[config.mk]
export PLATFORM = sky130hd
export DESIGN_NAME = div_unit_top
export DESIGN_NICKNAME = d
export VERILOG_FILES = /design/src/hw/div_arith_pkg.sv /design/src/hw/div_op_pkg.sv /design/src/hw/div_stage_if.sv /design/src/hw/div_operand_prep.sv /design/src/hw/div_shift_sub_core.sv /design/src/hw/div_result_fixup.sv /design/src/hw/div_unit_top.sv
export SDC_FILE = /design/constraint.sdc
export NUM_CORES = 1
export LEC_CHECK = 0
export BUFFER_PORTS_ARGS = -buffer_cell sky130_fd_sc_hd__buf_2
export CELL_PAD_IN_SITES_DETAIL_PLACEMENT = 0
export CELL_PAD_IN_SITES_GLOBAL_PLACEMENT = 1
export CORE_MARGIN = 5
export CORE_UTILIZATION = 50
export DETAILED_ROUTE_END_ITERATION = 12
export PLACE_DENSITY_LB_ADDON = 0.12
export SYNTH_ARGS = -nofsm -noshare
export SYNTH_HDL_FRONTEND = slang
export SYNTH_SLANG_ARGS = --single-unit
[constraint.sdc]
create_clock -name clk -period 10.8 [get_ports clk]
set_input_delay 1.08 -clock clk [delete_from_list [all_inputs] [get_ports clk]]
set_output_delay 1.08 -clock clk [all_outputs]
set_load 0.02 [all_outputs]
[src/hw/div_arith_pkg.sv]
// fixed 32-bit datapath types; no other widths are supported by the divide unit
`default_nettype none

package div_arith_pkg;

        // operand width, every datapath word follows it
        localparam int unsigned data_width = 32;

        // one quotient bit per iteration
        localparam int unsigned step_count = data_width;

        // wide enough to hold step_count itself
        localparam int unsigned count_width = 6;

        // operands, magnitudes, quotient, remainder
        typedef logic [data_width-1:0] word_t;

        // shifted remainder plus borrow bit for the trial subtract
        typedef logic [data_width:0] partial_t;

        // iteration counter
        typedef logic [count_width-1:0] count_t;

endpackage

`default_nettype wire

[src/hw/div_op_pkg.sv]
// operation code for the divide unit; only signed and unsigned division exist
`default_nettype none

package div_op_pkg;

        // selects how operands are interpreted
        // op_unsigned treats both words as plain magnitudes
        // op_signed treats both as two's complement, result truncates toward zero
        typedef enum logic {
                op_unsigned = 1'b0,     // plain magnitude divide
                op_signed   = 1'b1      // two's complement divide
        } div_op_e;

endpackage

`default_nettype wire

[src/hw/div_stage_if.sv]
// stage links of the divide unit; valid is a one-cycle pulse with no back-pressure
`timescale 1ns/100ps
`default_nettype none

// preparation -> core
interface div_operand_if;
        logic                  valid;           // one-cycle load pulse
        div_arith_pkg::word_t  dividend_mag;    // |dividend|
        div_arith_pkg::word_t  divisor_mag;     // |divisor|
        logic                  neg_quotient;    // quotient sign
        logic                  neg_remainder;   // remainder sign, follows dividend
        logic                  div_zero;        // divisor was zero
        logic                  core_busy;       // core holds an item

        modport src (
                output valid, dividend_mag, divisor_mag,
                output neg_quotient, neg_remainder, div_zero,
                input  core_busy
        );

        modport dst (
                input  valid, dividend_mag, divisor_mag,
                input  neg_quotient, neg_remainder, div_zero,
                output core_busy
        );
endinterface

// core -> fixup
interface div_result_if;
        logic                  valid;           // one-cycle result pulse
        div_arith_pkg::word_t  quotient_mag;    // unsigned quotient
        div_arith_pkg::word_t  remainder_mag;   // unsigned remainder
        logic                  neg_quotient;    // carried from prep
        logic                  neg_remainder;
        logic                  div_zero;

        modport src (
                output valid, quotient_mag, remainder_mag,
                output neg_quotient, neg_remainder, div_zero
        );

        modport dst (
                input  valid, quotient_mag, remainder_mag,
                input  neg_quotient, neg_remainder, div_zero
        );
endinterface

`default_nettype wire

[src/hw/div_operand_prep.sv]
// first stage; start is dropped while busy, operands are sampled on the accepting edge only
`timescale 1ns/100ps
`default_nettype none

module div_operand_prep (
        input  wire logic                 clk,
        input  wire logic                 rst,
        input  wire logic                 start,
        input  div_op_pkg::div_op_e       op,
        input  div_arith_pkg::word_t      dividend,
        input  div_arith_pkg::word_t      divisor,
        output logic                      busy,
        div_operand_if.src                opnd
);

        logic                  valid_q;         // operand pulse register
        logic                  accept;          // start taken this cycle
        logic                  is_signed;
        logic                  dvd_neg;         // dividend sign bit, signed op only
        logic                  dvs_neg;         // divisor sign bit, signed op only
        div_arith_pkg::word_t  dvd_mag;
        div_arith_pkg::word_t  dvs_mag;
        div_arith_pkg::word_t  dvd_mag_q;       // payload, no reset
        div_arith_pkg::word_t  dvs_mag_q;
        logic                  neg_q_q;
        logic                  neg_r_q;
        logic                  zero_q;

        assign accept    = start && !valid_q && !opnd.core_busy;
        assign is_signed = (op == div_op_pkg::op_signed);

        assign dvd_neg = is_signed && dividend[div_arith_pkg::data_width-1];
        assign dvs_neg = is_signed && divisor[div_arith_pkg::data_width-1];

        // two's complement magnitude; most negative value stays as 2^31
        assign dvd_mag = dvd_neg ? -dividend : dividend;
        assign dvs_mag = dvs_neg ? -divisor : divisor;

        always_ff @(posedge clk) begin
                if (rst) begin
                        valid_q <= 1'b0;
                end else begin
                        valid_q <= accept;      // single pulse, core loads on it
                end
        end

        always_ff @(posedge clk) begin
                if (accept) begin
                        dvd_mag_q <= dvd_mag;
                        dvs_mag_q <= dvs_mag;
                        neg_q_q   <= dvd_neg ^ dvs_neg;   // signs differ
                        neg_r_q   <= dvd_neg;             // remainder takes dividend sign
                        zero_q    <= (divisor == '0);
                end
        end

        assign opnd.valid         = valid_q;
        assign opnd.dividend_mag  = dvd_mag_q;
        assign opnd.divisor_mag   = dvs_mag_q;
        assign opnd.neg_quotient  = neg_q_q;
        assign opnd.neg_remainder = neg_r_q;
        assign opnd.div_zero      = zero_q;

        // covers the load pulse and the whole core run
        assign busy = valid_q | opnd.core_busy;

        // load pulse must never collide with an occupied core
        a_no_load_while_core_busy: assert property (
                @(posedge clk) disable iff (rst) opnd.valid |-> !opnd.core_busy
        );

endmodule

`default_nettype wire

[src/hw/div_shift_sub_core.sv]
// restoring divider, one quotient bit per clock, 32 clocks per item, one item at a time
`timescale 1ns/100ps
`default_nettype none

module div_shift_sub_core (
        input  wire logic         clk,
        input  wire logic         rst,
        div_operand_if.dst        opnd,
        div_result_if.src         res
);

        logic                     running_q;    // iterations in progress
        logic                     res_valid_q;  // result pulse
        div_arith_pkg::count_t    count_q;      // iterations done so far
        div_arith_pkg::word_t     rem_q;        // partial remainder
        div_arith_pkg::word_t     quo_q;        // dividend bits out, quotient bits in
        div_arith_pkg::word_t     dvsr_q;       // divisor magnitude
        logic                     neg_q_q;      // flags ride along
        logic                     neg_r_q;
        logic                     zero_q;
        div_arith_pkg::partial_t  shifted;      // remainder with next dividend bit
        div_arith_pkg::partial_t  trial;        // shifted minus divisor
        logic                     borrow;
        logic                     last_step;

        // remainder stays below divisor, so bit 32 of the difference is the borrow
        assign shifted   = {rem_q, quo_q[div_arith_pkg::data_width-1]};
        assign trial     = shifted - {1'b0, dvsr_q};
        assign borrow    = trial[div_arith_pkg::data_width];
        assign last_step = (count_q == div_arith_pkg::count_t'(div_arith_pkg::step_count - 1));

        // control
        always_ff @(posedge clk) begin
                if (rst) begin
                        running_q   <= 1'b0;
                        res_valid_q <= 1'b0;
                        count_q     <= '0;
                end else begin
                        res_valid_q <= 1'b0;
                        if (opnd.valid) begin
                                running_q <= 1'b1;
                                count_q   <= '0;
                        end else if (running_q) begin
                                count_q <= count_q + 1'b1;
                                if (last_step) begin
                                        running_q   <= 1'b0;
                                        res_valid_q <= 1'b1;   // 32nd iteration edge
                                end
                        end
                end
        end

        // datapath
        always_ff @(posedge clk) begin
                if (opnd.valid) begin
                        rem_q   <= '0;
                        quo_q   <= opnd.dividend_mag;
                        dvsr_q  <= opnd.divisor_mag;
                        neg_q_q <= opnd.neg_quotient;
                        neg_r_q <= opnd.neg_remainder;
                        zero_q  <= opnd.div_zero;
                end else if (running_q) begin
                        if (!borrow) begin
                                rem_q <= trial[div_arith_pkg::data_width-1:0];  // keep difference
                                quo_q <= {quo_q[div_arith_pkg::data_width-2:0], 1'b1};
                        end else begin
                                rem_q <= shifted[div_arith_pkg::data_width-1:0];  // restore
                                quo_q <= {quo_q[div_arith_pkg::data_width-2:0], 1'b0};
                        end
                end
        end

        // held through the result cycle so top-level busy lasts until done
        assign opnd.core_busy = running_q | res_valid_q;

        assign res.valid         = res_valid_q;
        assign res.quotient_mag  = quo_q;
        assign res.remainder_mag = rem_q;
        assign res.neg_quotient  = neg_q_q;
        assign res.neg_remainder = neg_r_q;
        assign res.div_zero      = zero_q;

        a_count_in_range: assert property (
                @(posedge clk) disable iff (rst)
                count_q <= div_arith_pkg::count_t'(div_arith_pkg::step_count)
        );

        a_res_valid_pulse: assert property (
                @(posedge clk) disable iff (rst) res.valid |=> !res.valid
        );

        // prep side must honour core_busy
        a_no_load_while_running: assert property (
                @(posedge clk) disable iff (rst) opnd.valid |-> !running_q
        );

endmodule

`default_nettype wire

[src/hw/div_result_fixup.sv]
// last stage; never stalls, results hold from one done to the next, div by zero gives all ones
`timescale 1ns/100ps
`default_nettype none

module div_result_fixup (
        input  wire logic               clk,
        input  wire logic               rst,
        div_result_if.dst               res,
        output logic                    done,
        output div_arith_pkg::word_t    quotient,
        output div_arith_pkg::word_t    remainder
);

        logic                  done_q;
        div_arith_pkg::word_t  quo_q;
        div_arith_pkg::word_t  rem_q;
        div_arith_pkg::word_t  quo_signed;      // magnitude with sign applied
        div_arith_pkg::word_t  rem_signed;
        div_arith_pkg::word_t  quo_final;       // after divide-by-zero override

        assign quo_signed = res.neg_quotient  ? -res.quotient_mag  : res.quotient_mag;
        assign rem_signed = res.neg_remainder ? -res.remainder_mag : res.remainder_mag;

        // remainder already equals the dividend when divisor is zero
        assign quo_final = res.div_zero ? '1 : quo_signed;

        // MIN / -1 wraps back to MIN, remainder zero
        always_ff @(posedge clk) begin
                if (rst) begin
                        done_q <= 1'b0;
                        quo_q  <= '0;
                        rem_q  <= '0;
                end else begin
                        done_q <= res.valid;    // one cycle, follows the result pulse
                        if (res.valid) begin
                                quo_q <= quo_final;
                                rem_q <= rem_signed;
                        end
                end
        end

        assign done      = done_q;
        assign quotient  = quo_q;
        assign remainder = rem_q;

        a_done_pulse: assert property (
                @(posedge clk) disable iff (rst) done |=> !done
        );

endmodule

`default_nettype wire

[src/hw/div_unit_top.sv]
// 32-bit divide unit; done 34 cycles after an accepted start, start while busy is dropped
`timescale 1ns/100ps
`default_nettype none

module div_unit_top (
        input  wire logic               clk,
        input  wire logic               rst,
        input  wire logic               start,          // one-cycle request
        input  div_op_pkg::div_op_e     op,
        input  div_arith_pkg::word_t    dividend,
        input  div_arith_pkg::word_t    divisor,
        output logic                    busy,
        output logic                    done,           // one-cycle result strobe
        output div_arith_pkg::word_t    quotient,
        output div_arith_pkg::word_t    remainder
);

        div_operand_if opnd_link ();    // prep -> core
        div_result_if  res_link ();     // core -> fixup

        div_operand_prep u_prep (
                .clk      (clk),
                .rst      (rst),
                .start    (start),
                .op       (op),
                .dividend (dividend),
                .divisor  (divisor),
                .busy     (busy),
                .opnd     (opnd_link.src)
        );

        div_shift_sub_core u_core (
                .clk  (clk),
                .rst  (rst),
                .opnd (opnd_link.dst),
                .res  (res_link.src)
        );

        div_result_fixup u_fixup (
                .clk       (clk),
                .rst       (rst),
                .res       (res_link.dst),
                .done      (done),
                .quotient  (quotient),
                .remainder (remainder)
        );

endmodule

`default_nettype wire

==> results of run 1 <==
[logic make-up (layout without fill, tap and decap cells)]
group / Yosys count / count (layout)
DFF: 240 / 240
xor gates and xnor gates: 150 / 150
and+or+nand+nor: 366 / 366
buffers and inverters: 115 / 246
adders and majority gates: 38 / 38
AOI/OAI and AO/OA: 292 / 292
muxes: 55 / 55
[Yosys cell counts, types with 8 or more instances]
library cell,n
xnor2_1,71
nand2b_1,13
a21o_1,8
edfxtp_1,134
nor4_1,8
a211oi_1,59
o41ai_1,11
ha_1,37
o31ai_1,23
clkbuf_1,47
dfxtp_1,106
nand2_1,79
nor2_1,163
inv_1,58
a21oi_1,59
mux2_2,32
o22ai_1,18
mux2i_1,23
or3_1,15
and3_1,9
and2_1,8
nor3_1,24
o21ai_0,54
xor2_1,78
[worst min path at each step]
| stage | start | to | slack, ps | depth (start not counted) |
|---|---|---|---|---|
| final | u_prep.opnd.divisor_mag[26]$_DFFE_PP_ | u_core.dvsr_q[26]$_DFFE_PP_ | 420 | 0 |
| after global placement | u_prep.opnd.divisor_mag[27]$_DFFE_PP_ | u_core.dvsr_q[27]$_DFFE_PP_ | 400 | 0 |
| after global routing | u_prep.opnd.divisor_mag[18]$_DFFE_PP_ | u_core.dvsr_q[18]$_DFFE_PP_ | 420 | 0 |
| after CTS | u_prep.opnd.divisor_mag[26]$_DFFE_PP_ | u_core.dvsr_q[26]$_DFFE_PP_ | 410 | 0 |
| after detailed placement | u_prep.opnd.divisor_mag[27]$_DFFE_PP_ | u_core.dvsr_q[27]$_DFFE_PP_ | 400 | 0 |
| after floorplan | u_prep.opnd.divisor_mag[0]$_DFFE_PP_ | u_core.dvsr_q[0]$_DFFE_PP_ | 400 | 0 |
[through the flow]
stage          hold slack (ps)  utilization [%]  power, mW  setup WS, ps
4_1_cts                    414             57.7       2.96          7080
2_1_floorplan              400                -       1.86          6020
3_3_place_gp               401             54.3       2.08          7090
6_report                   417             57.7       2.94          7080
3_5_place_dp               405             54.3       2.09          7050
5_1_grt                    421             57.7       3.13          6750
[per-layer routing]
metal | up-vias | share of wire, % | global-route usage (%)
met5 | - | 0 | 0
met4 | 0 | 1.2 | 3.33
met3 | 24 | 7.3 | 2.99
met2 | 259 | 36 | 24.2
met1 | 4225 | 55 | 33.3
li1 | 4791 | - | -
[registers in the layout, indices dropped and copies added, names as in the netlist]
name	flops
u_core.dvsr_q	32
u_core.res.quotient_mag	32
u_core.res.remainder_mag	32
u_fixup.quotient	32
u_fixup.remainder	32
u_prep.opnd.dividend_mag	32
u_prep.opnd.divisor_mag	32
u_core.count_q	6
u_core.res.div_zero	1
u_core.res.neg_quotient	1
u_core.res.neg_remainder	1
u_core.res.valid	1
u_core.running_q	1
u_fixup.done	1
u_prep.opnd.div_zero	1
u_prep.opnd.neg_quotient	1
u_prep.opnd.neg_remainder	1
u_prep.opnd.valid	1
[layout make-up]
type                    count  area [µm²]
clock buffers              32         716
clock inverters            15         131
fillers                  2194       10600
inverters                  59         221
multi-input cells         901        6080
flip-flops and latches    240        6150
well taps                 330         413
repair buffers            140         718
[worst reg2reg max path, stage by stage (launching register included)]
cell and delay, ps:
edfxtp_1 370, inv_1 80, ha_1 220, fa_1 390, nand2b_1 180, a21o_1 170, a31o_2 270, a211oi_2 330
nor4b_1 100, or2_1 320, xnor2_1 770, nand2_1 120, a311oi_1 280
[power groups by stage]
| stage | clock network, mW | logic, mW | registers [mW] |
|---|---|---|---|
| after global routing | 0.932 | 0.964 | 1.23 |
| final | 0.868 | 0.859 | 1.22 |
| after CTS | 0.889 | 0.859 | 1.21 |
| after global placement | 0 | 0.849 | 1.23 |
| after detailed placement | 0 | 0.855 | 1.23 |
| after floorplan | 0 | 0.691 | 1.17 |
==> metrics, run 1 <==
Synth Area in XOR/XNOR=10.4%; Diodes inserted=0; Yosys top cell area share=a little under a third; post-route DRC violation count=0; share of layout cells above drive strength 1=16.9%; Worst Path Max Fanout=12; global route overflow=0; R2R Path Start=u_core.res.quotient_mag[31]$_DFFE_PP_; biggest cell delay along the critical path=770 ps; dpl cells=1670; CTS tree=yes; WL/cell=around 16 µm; maximum vdd ir drop=0.107 mV; Final period util=about a third; RSZ-0062 raised after global routing=false; clk slew on worst S/H paths=~60 ps; Seq cells post-synth=240; design area=14400 µm²; TritonRoute pass-1 iters=5; Final ANT Viol Nets=0; Post-Syn Area per Cell=10.1 µm²; clock share of power=29.5%; Leak=5.74 nW; outcome=complete, no violations; worst min-delay path class=reg2reg; Levels on crit path=12; post_cts resized=0; first-pass GRT wire length=45100 µm; startpoint types=flop; Clock Path Buffers=3; clock sink count=240; leading area contributor after synthesis=edfxtp_1; chip height=169 µm; mux share of post-synthesis cell area=4.67%; clk_skew=14.5 ps; Hold Buf Count CTS=0; Crit. Startpoint=u_core.res.quotient_mag[31]$_DFFE_PP_; initial antenna violation count=0; most frequent cells in the layout=nor2_1 (162), edfxtp_1 (134), buf_2 (133); EDFF count, synth=around 130; Synth Area in Simple Gates=13.6%; synth-to-layout area growth=14.1%; Num CTS Buffers=26; worst path arrival time=4150 ps; synth top area cells=edfxtp_1 (32%), dfxtp_1 (17%), xor2_1 (5.4%); DP HPWL=20500 µm; net switching power=0.976 mW; placed cell area=13600 µm²; largest net degree at the start of global routing=69; Seq/Total Area, Yosys=48.6%; part of the power in registers=41.3%; Starting Density=50.5%; async set-reset flop share out of synthesis=0%; Post-CTS Setup Bufs=0; Via density=~5.4; Combinational Power Share=between 20 and 30%; Cell Chain, Critical Path=inv_1 > ha_1 > fa_1 > nand2b_1 > a21o_1 > a31o_2 > a211oi_2 > nor4b_1 > or2_1 > xnor2_1 > nand2_1 > a311oi_1; CP top delay family=compound AO/OA/AOI/OAI gates; die area=28600 µm²; initial DRC count=747; post-synth cell types=just under 70; PwrDens=about 200 nW/µm²; fmax=0.269 GHz; Synth Area in Compound Gates=15.5%; fin. max-slew vios=0; most common cell after layout, fill and taps aside=nor2_1; Fin Setup TNS=0 ps; Final #Nets=1474; final WL=27700 µm; largest family of logic cells by synthesized area=compound AO/OA/AOI/OAI gates; Rows=58; end point of the critical path=u_core.res.remainder_mag[17]$_SDFFE_PP0P_; Synth Net Count=1362; Worst Max-Slew Pin Slew=roughly 1100 ps; Hold Vio Cnt, Final=0; reg2reg setup slack=7080 ps; switching part of the total=33.1%; Worst setup EP type=flop; cell count after synthesis=~1300; port bufs=133; GRT Resource Usage Total=a little under a fifth; Crit-path slowest cell=xnor2_1; Critical R2R Capture=u_core.res.remainder_mag[17]$_SDFFE_PP0P_; Power Internal=1.97 mW; via count=slightly above 9000; Reg2Reg Depth=12; Crit path required time=11230 ps; post-synthesis cell area=around 13000 µm²; vias in the first global route=8553; Core ar.=around 25000 µm²; Slew headroom=28.7%; Clk Tree Root Cell=clkbuf_16; Main synth FF type=edfxtp_1; Crit Path Category=reg2reg; post-synthesis adder-cell area fraction=3.82%; Clk Latency, worst-skew pair=530 ps; final std cells w/o fill=1717; Setup Viol. Count Final=0; Synth warnings=0; Tmin final=3720 ps; die extent in x=169 µm; I/O pins=between 100 and 150; CP bufs+invs=1; H-tree depth=1; max cap viols=0; RePlAce Congestion=0.878
No activity file was read; power rests on OpenSTA's default activity.
==> inputs of run 2 (changes only) <==
CORE_UTILIZATION = 47   (was 50)
clock period = 3.7 ns   (was 10.8 ns; I/O delays follow)
==> run 2 against run 1 <==
Against the previous run:
- clock skew decreased by 2.9 ps
- sequential power increased to 2.8 times the previous value
- register-to-register slack got worse by 6800 ps
- clock-buffer cell count decreased by 7
- fmax increased by 7.5%
- utilization decreased by 2.9 points
- flip-flop and latch count unchanged
- die area increased by 6.0%
- hold slack got worse by 340 ps
- combinational power increased to 3.3 times the previous value
- first-iteration DRC count decreased by 17%
- via count increased by 0.43%
- critical path type unchanged
- critical endpoint is now u_core.res.remainder_mag[15]$_SDFFE_PP0P_
- largest cell class unchanged
- highest routed layer unchanged
==> metrics, run 2 (same netlist as run 1, synthesis figures left out) <==
via count=9339 (+0.43%); hold endpoint=u_prep.opnd.divisor_mag[0]$_DFFE_PP_; CP bufs+invs=3 (+2); Post-CTS Setup Bufs=0 (unchanged); final std cells w/o fill=1745 (+1.6%); Rows=60 (+3.4%); vias in the first global route=8692 (+1.6%); DP HPWL=21200 µm (+3.4%); Fin Setup TNS=0 ps (unchanged); clock sink count=240 (unchanged); CP top delay family=compound AO/OA/AOI/OAI gates; post-route DRC violation count=0 (unchanged); dpl cells=1701 (+1.9%); Hold Crit Depth=1 (+1); slack of the critical path=243 ps (-6840 ps); area of the multi-input gates=6080 µm² (unchanged); Hold Buf Count CTS=0 (unchanged); Via density=5.35 (-1.2%); synth-to-layout area growth=15.7%; Worst Path Max Fanout=18 (+6); Crit path required time=4090 ps (-7140 ps); PwrDens=608 nW/µm² (+200%); clk_skew=11.6 ps (-2.90 ps); Util after Layout=54.8% (-2.9 points); die area=30300 µm² (+6.0%); Setup Viol. Count Final=0 (unchanged); RePlAce Congestion=0.844 (-3.9%); worst min-delay path class=in2reg; outcome=complete, no violations; Final ANT Viol Nets=0 (unchanged); FILL cells=2375 (+8.2%); Worst Max-Slew Pin Slew=1050 ps (-12.7 ps); GRT Resource Usage Total=18.2% (-0.82 points); Crit Path Category=reg2reg; Worst setup EP type=flop; total power=8.90 mW (+200%); Clock Path Buffers=3 (unchanged); R2R Path Start=u_core.res.quotient_mag[31]$_DFFE_PP_; worst path arrival time=3850 ps (-300 ps); Reg2Reg Depth=14 (+2); Starting Density=47.4% (-3.2 points); Leak=5.84 nW (+1.8%); pre-CTS setup slack=254 ps (-6790 ps); max cap viols=0 (unchanged); TritonRoute pass-1 iters=5 (unchanged); Tmin final=3460 ps (-260 ps); storage element area=6150 µm² (unchanged); Clk Latency, worst-skew pair=530 ps (about the same); Clk Tree Root Cell=clkbuf_16; Crit-path slowest cell=fa_1; Final #Nets=1493 (+1.3%); share of layout cells above drive strength 1=18.1% (+1.1 points); Critical R2R Capture=u_core.res.remainder_mag[15]$_SDFFE_PP0P_; post_cts resized=0 (unchanged); most common cell after layout, fill and taps aside=nor2_1; largest net degree at the start of global routing=112 (+62%); global route overflow=0 (unchanged); initial antenna violation count=0 (unchanged); die extent in x=174 µm (+3.0%); first-pass GRT wire length=46000 µm (+2.0%); Cell Chain, Critical Path=inv_1 > ha_1 > fa_1 > nand2b_1 > a21o_1 > a31o_2 > a211oi_2 > nor4b_1 > or2_1 > xnor2_2 > buf_12 > buf_4 > mux2i_1 > a211oi_1; Core ar.=26700 µm² (+6.7%); startpoint types=flop; CTS tree=yes; fmax=0.289 GHz (+7.5%); min-delay src=divisor[0]; clk slew on worst S/H paths=70 ps (about the same); most frequent cells in the layout=nor2_1 (162), edfxtp_1 (134), buf_2 (133); Slew headroom=29.6% (+0.85 points); biggest cell delay along the critical path=400 ps (-370 ps); port bufs=133 (unchanged); RSZ-0062 raised after global routing=false; Hold Vio Cnt, Final=0 (unchanged); initial DRC count=620 (-17%); Diodes inserted=0 (unchanged); WL/cell=16.4 µm (+1.7%); reg2reg setup slack=240 ps (-6840 ps); I/O pins=134 (unchanged); fin. max-slew vios=0 (unchanged); final WL=28600 µm (+3.4%); Num CTS Buffers=25 (-3.8%); H-tree depth=1 (unchanged); maximum vdd ir drop=0.399 mV (+270%); Final period util=93.4% (+59 points); chip height=174 µm (+3.0%)
==> run 2: cell types whose count changed in the layout (fill, tap and decap cells not counted), sizes merged <==
| cell | previous run | this run |
|---|---|---|
| clkinvlp | 2 | 5 |
| buf | 140 | 160 |
| bufinv | 2 | 5 |
| clkbuf | 32 | 25 |
| inv | 60 | 62 |
| clkinv | 10 | 6 |
==> run 2: through the flow <==
| stage | cell area, µm² | hold WS (ps) |
|---|---|---|
| floorplan | 12700 | 400 |
| global placement | 13800 | 404 |
| CTS | 14600 | 44.0 |
| detailed placement | 13800 | 405 |
| global route | 14600 | 61.6 |
| finish | 14600 | 72.5 |
==> run 2: worst reg2reg max path: cells and delay by family (launching register included) <==
kind / cells / cell delay, ps
AO/OA/AOI/OAI: 4 / 830
XOR/XNOR: 1 / 210
adder cells (fa/ha/maj): 2 / 620
buffers and inverters: 3 / 480
flip-flops: 1 / 370
multiplexers: 1 / 220
AND/OR/NAND/NOR: 3 / 600
==> run 2: how the worst max path moves through the flow <==
stage	from	to	cells past startpoint
floorplan	u_prep.opnd.valid$_SDFF_PP0_	u_prep.opnd.div_zero$_DFFE_PP_	3
CTS	u_core.res.quotient_mag[31]$_DFFE_PP_	u_core.res.remainder_mag[8]$_SDFFE_PP0P_	13
global placement	u_core.res.quotient_mag[31]$_DFFE_PP_	u_core.res.remainder_mag[8]$_SDFFE_PP0P_	13
detailed placement	u_core.res.quotient_mag[31]$_DFFE_PP_	u_core.res.remainder_mag[8]$_SDFFE_PP0P_	13
finish	u_core.res.quotient_mag[31]$_DFFE_PP_	u_core.res.remainder_mag[15]$_SDFFE_PP0P_	14
global route	u_core.res.quotient_mag[31]$_DFFE_PP_	u_core.res.remainder_mag[12]$_SDFFE_PP0P_	14
==> run 2: routing by layer <==
| layer | global-route usage [%] | part of all wire, % | vias to the layer above |
|---|---|---|---|
| li1 | - | - | 4814 |
| met4 | 3.40 | 1.5 | 0 |
| met3 | 2.91 | 5.3 | 27 |
| met2 | 23.3 | 36 | 233 |
| met1 | 31.5 | 57 | 4265 |
| met5 | 0 | 0 | - |
==> run 2: power by group <==
part           switching, mW  leakage, nW  internal [mW]
Clock                   1.05        0.412           1.60
Combinational           1.56         3.30           1.24
Sequential             0.316         2.13           3.13
==> run 2: final cells by class <==
| type | count | share of cell area (%) |
|---|---|---|
| flip-flops and latches | 240 | 42.0 |
| clock buffers | 25 | 4.27 |
| inverters | 59 | 1.51 |
| multi-input cells | 901 | 41.6 |
| well taps | 341 | 2.91 |
| repair buffers | 160 | 6.02 |
| clock inverters | 19 | 1.70 |
